### src/lsu_pkg.sv
package lsu_pkg;

  ////////////////////////////////////////////////////////////////////////
  // widths
  ////////////////////////////////////////////////////////////////////////

  localparam int unsigned XLEN   = 32;       // data and address width
  localparam int unsigned BE_W   = XLEN / 8; // byte enables per word
  localparam int unsigned OFFS_W = 2;        // byte offset inside a word

  ////////////////////////////////////////////////////////////////////////
  // encodings
  ////////////////////////////////////////////////////////////////////////

  // access size, both 1x codes mean byte
  typedef enum logic [1:0] {
    SIZE_WORD    = 2'b00,
    SIZE_HALF    = 2'b01,
    SIZE_BYTE    = 2'b10,
    SIZE_BYTE_HI = 2'b11
  } lsu_size_e;

  // fill used above a loaded byte or halfword
  typedef enum logic [1:0] {
    EXT_ZERO = 2'b00,
    EXT_SIGN = 2'b01,
    EXT_ONES = 2'b10
  } lsu_ext_e;

  ////////////////////////////////////////////////////////////////////////
  // bundles
  ////////////////////////////////////////////////////////////////////////

  // one request from the EX stage
  typedef struct packed {
    logic              we;         // store when high
    lsu_size_e         size;
    lsu_ext_e          ext;        // only meaningful for loads
    logic [XLEN-1:0]   wdata;      // register value to store
    logic [OFFS_W-1:0] reg_offset; // byte position of the data inside the register
    logic [XLEN-1:0]   op_a;
    logic [XLEN-1:0]   op_b;
    logic              use_incr;   // address is a + b, else a alone
  } lsu_req_t;

  // what goes onto the memory bus
  typedef struct packed {
    logic [XLEN-1:0] addr;
    logic            we;
    logic [BE_W-1:0] be;
    logic [XLEN-1:0] wdata;
  } mem_req_t;

  // load details needed again when rvalid comes back
  typedef struct packed {
    lsu_size_e         size;
    lsu_ext_e          ext;
    logic [OFFS_W-1:0] offset;
  } load_ctx_t;

  // memory word, seen as bytes or as halfwords
  typedef union packed {
    logic [BE_W-1:0][7:0]    b;
    logic [BE_W/2-1:0][15:0] h;
  } mem_word_u;

endpackage

### src/lsu_store_align.sv
`timescale 1ns/1ps

module lsu_store_align import lsu_pkg::*;
(
  input  lsu_req_t          req_i,        // request from EX
  output mem_req_t          mem_req_o,    // address, we, be, rotated data
  output logic [OFFS_W-1:0] offset_o,     // low address bits
  output logic              misaligned_o  // access crosses a word boundary
);

  logic [XLEN-1:0]   addr;
  logic [OFFS_W-1:0] offset;
  logic [OFFS_W-1:0] wdata_offset;  // byte rotation amount
  logic [BE_W-1:0]   be;
  logic [XLEN-1:0]   wdata;

  // address generation
  assign addr   = req_i.use_incr ? (req_i.op_a + req_i.op_b) : req_i.op_a;
  assign offset = addr[OFFS_W-1:0];

  //////////////////////////////////////////////////////////////////////
  // byte enables
  //////////////////////////////////////////////////////////////////////

  always_comb
  begin
    case (req_i.size)
      SIZE_WORD: be = 4'b1111;           // only legal at offset 0
      SIZE_HALF:
      begin
        case (offset)
          2'b00:   be = 4'b0011;
          2'b01:   be = 4'b0110;
          default: be = 4'b1100;         // offset 3 is rejected anyway
        endcase
      end
      SIZE_BYTE,
      SIZE_BYTE_HI: be = 4'b0001 << offset; // one lane
      default: be = 4'b0000;
    endcase
  end

  //////////////////////////////////////////////////////////////////////
  // store data rotation
  //////////////////////////////////////////////////////////////////////

  // move the register byte at reg_offset onto the addressed lane
  assign wdata_offset = offset - req_i.reg_offset; // wraps modulo 4

  always_comb
  begin
    case (wdata_offset)
      2'b00: wdata = req_i.wdata;
      2'b01: wdata = {req_i.wdata[23:0], req_i.wdata[31:24]}; // left by one byte
      2'b10: wdata = {req_i.wdata[15:0], req_i.wdata[31:16]};
      2'b11: wdata = {req_i.wdata[7:0],  req_i.wdata[31:8]};
    endcase
  end

  // word off a boundary, or halfword spilling into the next word
  assign misaligned_o = ((req_i.size == SIZE_WORD) && (offset != 2'b00)) ||
                        ((req_i.size == SIZE_HALF) && (offset == 2'b11));

  assign mem_req_o = '{addr: addr, we: req_i.we, be: be, wdata: wdata};
  assign offset_o  = offset;

endmodule

### src/lsu_load_align.sv
`timescale 1ns/1ps

module lsu_load_align import lsu_pkg::*;
(
  input  mem_word_u       rdata_i,  // raw word from memory
  input  load_ctx_t       ctx_i,    // size, ext and offset taken at grant
  output logic [XLEN-1:0] data_o    // aligned and extended result
);

  logic [7:0]  byte_sel;   // addressed byte
  logic [15:0] half_sel;   // addressed halfword
  logic        byte_fill;  // bit copied above the byte
  logic        half_fill;  // bit copied above the halfword

  //////////////////////////////////////////////////////////////////////
  // lane selection
  //////////////////////////////////////////////////////////////////////

  assign byte_sel = rdata_i.b[ctx_i.offset];

  always_comb
  begin
    case (ctx_i.offset)
      2'b00:   half_sel = rdata_i.h[0];
      2'b01:   half_sel = {rdata_i.b[2], rdata_i.b[1]}; // straddles both halves
      default: half_sel = rdata_i.h[1];                 // offset 3 never issued
    endcase
  end

  //////////////////////////////////////////////////////////////////////
  // extension
  //////////////////////////////////////////////////////////////////////

  always_comb
  begin
    case (ctx_i.ext)
      EXT_ZERO:
      begin
        byte_fill = 1'b0;
        half_fill = 1'b0;
      end
      EXT_ONES:
      begin
        byte_fill = 1'b1;
        half_fill = 1'b1;
      end
      EXT_SIGN:
      begin
        byte_fill = byte_sel[7];
        half_fill = half_sel[15];
      end
      default:
      begin
        // unused code 11 behaves like sign extension
        byte_fill = byte_sel[7];
        half_fill = half_sel[15];
      end
    endcase
  end

  always_comb
  begin
    case (ctx_i.size)
      SIZE_WORD:    data_o = rdata_i;                        // word passes as is
      SIZE_HALF:    data_o = {{16{half_fill}}, half_sel};
      SIZE_BYTE,
      SIZE_BYTE_HI: data_o = {{24{byte_fill}}, byte_sel};
      default:      data_o = rdata_i;
    endcase
  end

endmodule

### src/lsu_access_ctrl.sv
`timescale 1ns/1ps

module lsu_access_ctrl import lsu_pkg::*;
(
  input  logic            clk,
  input  logic            rst_n,

  // EX side
  input  logic            req_i,           // core wants an access
  input  logic            misaligned_i,    // from the store aligner
  input  mem_req_t        mem_req_i,       // request built by the store aligner
  input  load_ctx_t       ctx_i,           // load context of the current request

  // memory side
  input  logic            data_gnt_i,
  input  logic            data_rvalid_i,
  output logic            data_req_o,
  output mem_req_t        data_req_bus_o,

  // load path
  input  logic [XLEN-1:0] aligned_i,       // extended word from the load aligner
  output load_ctx_t       ctx_o,           // context of the access in flight
  output logic [XLEN-1:0] rdata_o,         // value to the register file

  // status
  output logic            ready_ex_o,
  output logic            ready_wb_o,
  output logic            busy_o
);

  typedef enum logic {
    ST_IDLE,
    ST_WAIT   // granted, rvalid still to come
  } state_e;

  state_e          state_q, state_d;
  load_ctx_t       ctx_q;      // size/ext/offset of the access in flight
  logic            we_q;       // access in flight is a store
  logic [XLEN-1:0] rdata_q;    // last load result
  logic            can_issue;  // bus slot free this cycle
  logic            valid_req;  // request that may go out
  logic            granted;

  //////////////////////////////////////////////////////////////////////
  // request issue
  //////////////////////////////////////////////////////////////////////

  // one outstanding access; a new one may leave in the rvalid cycle
  assign can_issue = (state_q == ST_IDLE) || data_rvalid_i;
  assign valid_req = req_i && !misaligned_i;   // misaligned is never sent
  assign data_req_o     = can_issue && valid_req;
  assign granted        = data_req_o && data_gnt_i;
  assign data_req_bus_o = mem_req_i;

  // core holds its request until this goes high
  assign ready_ex_o = !valid_req || granted;
  assign ready_wb_o = (state_q == ST_IDLE) || data_rvalid_i;
  assign busy_o     = (state_q == ST_WAIT) || data_req_o;

  always_comb
  begin
    state_d = state_q;
    if (granted)
      state_d = ST_WAIT;            // new access in flight
    else if ((state_q == ST_WAIT) && data_rvalid_i)
      state_d = ST_IDLE;            // response done, nothing new
  end

  //////////////////////////////////////////////////////////////////////
  // state and context registers
  //////////////////////////////////////////////////////////////////////

  always_ff @(posedge clk or negedge rst_n)
  begin
    if (!rst_n)
    begin
      state_q <= ST_IDLE;
      ctx_q   <= '0;
      we_q    <= 1'b0;
    end
    else
    begin
      state_q <= state_d;
      if (granted)
      begin
        ctx_q <= ctx_i;             // needed when rvalid returns
        we_q  <= mem_req_i.we;
      end
    end
  end

  // held result, only loads update it
  always_ff @(posedge clk)
  begin
    if (data_rvalid_i && !we_q)
      rdata_q <= aligned_i;
  end

  assign ctx_o   = ctx_q;
  assign rdata_o = (data_rvalid_i && !we_q) ? aligned_i : rdata_q; // bypass in rvalid cycle

endmodule

### src/lsu_top.sv
`timescale 1ns/1ps

module lsu_top import lsu_pkg::*;
(
  input  logic            clk,
  input  logic            rst_n,

  // EX stage
  input  logic            req_i,
  input  lsu_req_t        lsu_req_i,
  output logic            ready_ex_o,
  output logic            ready_wb_o,
  output logic            misaligned_o,
  output logic [XLEN-1:0] rdata_o,
  output logic            busy_o,

  // memory bus
  output logic            data_req_o,
  input  logic            data_gnt_i,
  input  logic            data_rvalid_i,
  input  logic [XLEN-1:0] data_rdata_i,
  output logic [XLEN-1:0] data_addr_o,
  output logic            data_we_o,
  output logic [BE_W-1:0] data_be_o,
  output logic [XLEN-1:0] data_wdata_o
);

  mem_req_t          mem_req;      // from the store aligner
  mem_req_t          bus_req;      // as driven to memory
  logic [OFFS_W-1:0] offset;
  logic              misaligned;
  load_ctx_t         ctx_next;     // context of the current EX request
  load_ctx_t         ctx_cur;      // context captured at grant
  logic [XLEN-1:0]   aligned;

  ////////////////////////////////////////////////////////////////////////
  // datapath
  ////////////////////////////////////////////////////////////////////////

  lsu_store_align u_store_align (
    .req_i        (lsu_req_i),
    .mem_req_o    (mem_req),
    .offset_o     (offset),
    .misaligned_o (misaligned)
  );

  assign ctx_next = '{size: lsu_req_i.size, ext: lsu_req_i.ext, offset: offset};

  lsu_load_align u_load_align (
    .rdata_i (data_rdata_i),  // viewed through the word union
    .ctx_i   (ctx_cur),
    .data_o  (aligned)
  );

  ////////////////////////////////////////////////////////////////////////
  // control
  ////////////////////////////////////////////////////////////////////////

  lsu_access_ctrl u_access_ctrl (
    .clk            (clk),
    .rst_n          (rst_n),
    .req_i          (req_i),
    .misaligned_i   (misaligned),
    .mem_req_i      (mem_req),
    .ctx_i          (ctx_next),
    .data_gnt_i     (data_gnt_i),
    .data_rvalid_i  (data_rvalid_i),
    .data_req_o     (data_req_o),
    .data_req_bus_o (bus_req),
    .aligned_i      (aligned),
    .ctx_o          (ctx_cur),
    .rdata_o        (rdata_o),
    .ready_ex_o     (ready_ex_o),
    .ready_wb_o     (ready_wb_o),
    .busy_o         (busy_o)
  );

  assign misaligned_o = misaligned;
  assign data_addr_o  = bus_req.addr;
  assign data_we_o    = bus_req.we;
  assign data_be_o    = bus_req.be;
  assign data_wdata_o = bus_req.wdata;

endmodule

### config.mk
export PLATFORM = sky130hd
export DESIGN_NAME = lsu_top
export DESIGN_NICKNAME = d
export VERILOG_FILES = /design/src/lsu_pkg.sv /design/src/lsu_store_align.sv /design/src/lsu_load_align.sv /design/src/lsu_access_ctrl.sv /design/src/lsu_top.sv
export SDC_FILE = /design/constraint.sdc
export NUM_CORES = 1
export LEC_CHECK = 0
export BUFFER_PORTS_ARGS = -buffer_cell sky130_fd_sc_hd__buf_4
export CORE_MARGIN = 10
export CORE_UTILIZATION = 42
export DETAILED_ROUTE_END_ITERATION = 8
export GPL_TIMING_DRIVEN = 0
export PLACE_DENSITY = 0.79
export SYNTH_ARGS = -nofsm -noshare
export SYNTH_HDL_FRONTEND = slang
export SYNTH_SLANG_ARGS = --single-unit
export TNS_END_PERCENT = 10
### constraint.sdc
create_clock -name clk -period 3.4 [get_ports clk]
set_clock_uncertainty 0.15 [all_clocks]
set_input_delay 0.34 -clock clk [delete_from_list [all_inputs] [get_ports clk]]
set_output_delay 0.34 -clock clk [all_outputs]
set_load 0.03 [all_outputs]
## Word-level counts from Yosys, hierarchy flattened

Index checks and enable logic that the tools add are counted.

- Bits of input ports: 141
- ROM bits: 0
- RAM bits: 0
- Output and inout bits: 106
- Register bits: 40
- Bits in latches: 0
- Logic and storage cells: 61
- Memories: 0

- $add $sub $neg: 2
- Div/mod/pow operators: 0
- Bitwise logic cells: 1
- Reductions and logical operators: 24
- Shifts and indexed selects: 1
- Multiply operators: 0
- Equality and inequality tests: 13
- Order comparisons: 1
- Multiplexer cells: 13

Operators by type and width:

| kind | count |
|---|---|
| $pmux W32 S4 | 1 |
| $pmux W32 S3 | 1 |
| $mux W32 | 2 |
| $add A32 B32 Y32 | 1 |
| $pmux W16 S2 | 1 |
| $bmux W8 S2 | 1 |
| $eq A2 B2 Y1 const B | 8 |
| $logic_not A2 Y1 | 6 |
| $pmux W4 S3 | 1 |
| $eq A2 B1 Y1 const B | 5 |
| $mux W8 | 1 |
| $pmux W4 S2 | 1 |
| $logic_and A1 B1 Y1 | 7 |
| $logic_or A1 B1 Y1 | 4 |
| $pmux W1 S2 | 2 |
| $reduce_bool A2 Y1 | 2 |
| $reduce_or A2 Y1 | 2 |
| $shl A1 B2 Y4 const A | 1 |
| $logic_not A1 Y1 | 3 |
| $lt A2 B3 Y1 const B | 1 |
| $mux W1 | 2 |
| $sub A2 B2 Y2 | 1 |
| $not A1 Y1 | 1 |

## Depth between registers and ports, before layout

- Depth in word-level cells: 10
- Depth in mapped cells: 11
- Mapped depth without buffers: 11

## By module

A second synthesis with hierarchy kept.

- Cell total of the unflattened synthesis: 700
- Area total of the unflattened synthesis: 5894.4 um2

By module, submodules not included:

| module | area each (um2) | instances | sequential area each (um2) | cells each |
|---|---|---|---|---|
| lsu_store_align | 2835.2 | 1 | 0.0 | 369 |
| lsu_access_ctrl | 2043.2 | 1 | 840.8 | 160 |
| lsu_load_align | 1016.0 | 1 | 0.0 | 171 |

## Worst setup path before layout

Ideal clock, no wire load.

- Path type: input port to output port
- Start: input lsu_req_i[1] (netlist bit)
- End: output data_addr_o[24]
- Data required time: 2.910 ns
- Stages on the path: 11
- Arrival: 2.773 ns
- Path buffers: 0
- Setup slack: 0.137 ns
- Path through: ha_1 > fa_1 > a21oi_2 > o21ai_2 > a211o_1 > a211oi_4 > o21ai_2 > a311o_1 > a21oi_2 > xnor2_1 > mux2_4

- Longest elaborated chain between the ends: 2

Ends and longest elaborated chain:

| item | RTL line | text |
|---|---|---|
| start: declaration | lsu_top.sv:10 | `input lsu_req_t lsu_req_i,` |
| $add A32 B32 Y32 | lsu_store_align.sv:18 | `assign addr = req_i.use_incr ? (req_i.op_a + req_i.op_b) : req_i.op_a;` |
| $mux W32 | lsu_store_align.sv:18 |  |
| end: declaration | lsu_top.sv:22 | `output logic [XLEN-1:0] data_addr_o,` |

Every way passes these cells.

## Worst setup path in the final report

- Start: input lsu_req_i[33] (netlist bit)
- End: output data_addr_o[24]

Same word-level chain as after synthesis.

==> flow_summary_export.csv <==
group,metric,value,unit
outcome,status,"complete, no violations",
hold_path,hold_path_class,"input port to flip-flop",
power_and_ir_drop,p_int,0.00203,W
global_route,globalRouteTotalUtil,21.6,%
power_and_ir_drop,combPwrFrac,71.9,%
sta,fin_setup_tns,0,ns
critical_path,setup.worst_path.start,"lsu_req_i[33]",
critical_path,crit_arrival,2.89,ns
clock_network,root_buffer,"clkbuf_8",
critical_path,cp_num_buf_inv,2,
critical_path,worstSetupPathType,"input port to primary output",
yosys,seq_area_frac_synth,18.2,%
sta,report.final.slew_viol_count,0,
sta,period_share,99.5,%
yosys,netlist_top_cells_area,"mux2i_1 (15%), dfxtp_1 (14%), ha_1 (8.7%)",
placement,dp_cells,936,
detailed_routing,avgRoutedWirePerCell,19.3,um
global_route,grt_pass1_vias,5601,
sta,final.min_clock_period,3.38,ns
yosys,async_flop_share,20.0,%
sta,rsz0062_at_grt,"true",
power_and_ir_drop,swShare,49.5,%
die,rows,38,
detailed_routing,ant_nets,0,
yosys,synthFlopType,"dfxtp_1",
die,fp.coreArea,10800,sq um
critical_path,crit_chain,"buf_8 > ha_4 > fa_2 > a21oi_4 > o21ai_2 > a211o_1 > a211oi_4 > o21ai_4 > a311o_1 > a21oi_2 > xnor2_1 > mux2_4 > buf_6",
power_and_ir_drop,seq_power_share,18.6,%
clock_network,cts_buffers,5,
clock_network,cts_tree,"built",
clock_network,clock_latency,0.30,ns
yosys,synth_area_per_cell,8.39,sq um
cells_and_area,area_growth,50.0,%
yosys,synth_common_cells,"mux2i_1 (68), nor2_1 (56), a21oi_1 (47)",
die,die_y,125,um
cells_and_area,stdcell_count,950,
clock_network,htreeDepth,2,
detailed_routing,wirelength,18.3,mm
critical_path,critPathMaxStageDelay,0.39,ns
critical_path,slowest_stage,"fa_2",
yosys,yosysTopAreaCellShare,14.7,%
power_and_ir_drop,leakage,3.39,nW
sta,fmax,296,MHz
sta,setup-violations-final,0,
critical_path,crit_fanout,4,
die,pin_count,247,
placement,placed_area,6640,sq um
critical_path,start_kind,"input port",
yosys,syn_area,4620,sq um
critical_path,cp_data_required_time,2.91,ns
yosys,synthDistinctLibCells,53,
power_and_ir_drop,power.switching,0.00199,W
yosys,synth_cells,551,
detailed_routing,drtIter0Drc,287,
cells_and_area,fin_util,64.3,%
cells_and_area,n_antenna_cell,0,
power_and_ir_drop,power_density,580,nW/um^2
clock_network,clockBufferDepth,2,
job,maxCapViolations,0,
detailed_routing,vias,5336,
power_and_ir_drop,ir_worst_vdd,490,uV
global_route,overflow,0,
detailed_routing,vias_per_cell,5.62,
cells_and_area,fillCellCount,926,
placement,place_congestion,0.934,
yosys,ys_seq_elements,40,
yosys,syn_nets,725,
critical_path,endpoint_kind,"primary output",
placement,portBuffers,245,
die,die_area,15600,sq um
yosys,yosysMostFrequentCell,"mux2i_1",
hold_path,worst_hold_startpoint,"lsu_req_i[99]",
sta,max_slew_margin,44.2,%
die,die_w,125,um
clock_network,clk_pin_slew_worst_paths,0.08,ns
critical_path,r2r-start,"u_access_ctrl.ctx_o[0]$_DFFE_PN0P_",
global_route,grt_antenna_before_repair,0,
cells_and_area,nets,983,
placement,hpwl,15.5,mm
yosys,synth_top_area_cell,"mux2i_1",
cells_and_area,final_area,6940,sq um
yosys,yosys_warnings,0,
global_route,grt_max_degree,14,
global_route,grt_pass1_wl,28.7,mm
detailed_routing,drc,0,
sta,hold_viol,0,
clock_network,cts_sinks,40,
yosys,synth_edf_count,0,
detailed_routing,first_pass_iters,5,
die,initial_core_util,42.8,%
cells_and_area,layout-drive-gt1-share,40.7,%
critical_path,cp_top_family,"compound AO/OA/AOI/OAI gates",
power_and_ir_drop,pwr-share-clk,9.4,%
power_and_ir_drop,total_power,0.00403,W
sta,tightest_slew,0.837,ns
## power by group through the flow
stage | logic [W] | clock network, W | registers [W]
after floorplan | 0.00184 | 0 | 0.000742
final | 0.00290 | 0.000380 | 0.000750
after global placement | 0.00280 | 0 | 0.000750
after CTS | 0.00288 | 0.000383 | 0.000750
after detailed placement | 0.00284 | 0 | 0.000760
after global routing | 0.00310 | 0.000407 | 0.000768
## through the flow
| step | hold slack, ns | setup WS (ns) |
|---|---|---|
| 5_1_grt | 0.115 | -0.123 |
| 6_report | 0.117 | 0.0178 |
| 2_1_floorplan | -0.106 | 0.137 |
| 3_3_place_gp | 0.0109 | -0.383 |
| 4_1_cts | 0.119 | -0.0738 |
| 3_5_place_dp | 0.0141 | -0.443 |
## path summary, 6_finish.rpt
path / slack [ns] / to / cells past startpoint
worst max-delay path: 0.02 / data_addr_o[24] / 13
worst min-delay path: 0.12 / u_access_ctrl.ctx_o[2]$_DFFE_PN0P_ / 2
worst max register to register: 0.88 / u_access_ctrl.rdata_q[24]$_DFF_P_ / 7
worst min register to register: 0.32 / u_access_ctrl.rdata_q[0]$_DFF_P_ / 2
max in group asynchronous: 2.73 / u_access_ctrl.ctx_o[5]$_DFFE_PN0P_ / 2
min in group asynchronous: 0.24 / u_access_ctrl.state_q$_DFFE_PN0P_ / 2
## layout make-up
class / count / area [sq um] / share of cell area [%]
flip-flops and latches: 40 / 841 / 12.1
clock buffers: 7 / 108 / 1.55
plain buffers: 34 / 144 / 2.07
repair buffers: 251 / 1910 / 27.5
multi-input cells: 467 / 3720 / 53.6
clock inverters: 1 / 8.76 / 0.126
inverters: 10 / 37.5 / 0.541
well taps: 140 / 175 / 2.53
## what timing repair did
action / 4_1_cts / 5_1_grt
setup endpoints to repair: 40 / 59
hold buffers: 1 / 0
pin swaps: 12 / 4
endpoints found under the hold margin: 8 / 0
buffers inserted: 5 / 0
resized for setup: 14 / 17
## per-layer routing
| layer | routed length (um) | global-route usage, % | vias to the layer above |
|---|---|---|---|
| met4 | 819 | 10.0 | 0 |
| li1 | - | - | 2572 |
| met3 | 1440 | 5.91 | 51 |
| met2 | 8920 | 37.7 | 262 |
| met5 | 0 | 0 | - |
| met1 | 7160 | 24.0 | 2451 |
## sequential cells by signal, indices dropped and copies added (netlist names)
name                   count
u_access_ctrl.rdata_q     32
u_access_ctrl.ctx_o        6
u_access_ctrl.state_q      1
u_access_ctrl.we_q         1
## layout by cell type (no fill, tap or decap), types with 15 or more instances in the layout
master    instances
a21o_1           18
a21oi_1          46
a22o_1           15
buf_4           247
clkbuf_1         24
dfxtp_1          32
ha_1             30
mux2_2           30
mux2i_1          67
nand2_1          41
nor2_1           56
o21ai_0          25
xnor2_1          20
## kinds of logic after synthesis
| kind of cell | count (synthesis) | share of synthesized area (%) |
|---|---|---|
| compound gates | 167 | 24.4 |
| xor+xnor | 31 | 5.87 |
| fa+ha+maj | 34 | 9.31 |
| buf+inv | 44 | 3.79 |
| flops | 40 | 18.2 |
| mux | 108 | 26.5 |
| simple gates | 127 | 11.9 |
Power figures use the tool's default switching activity.
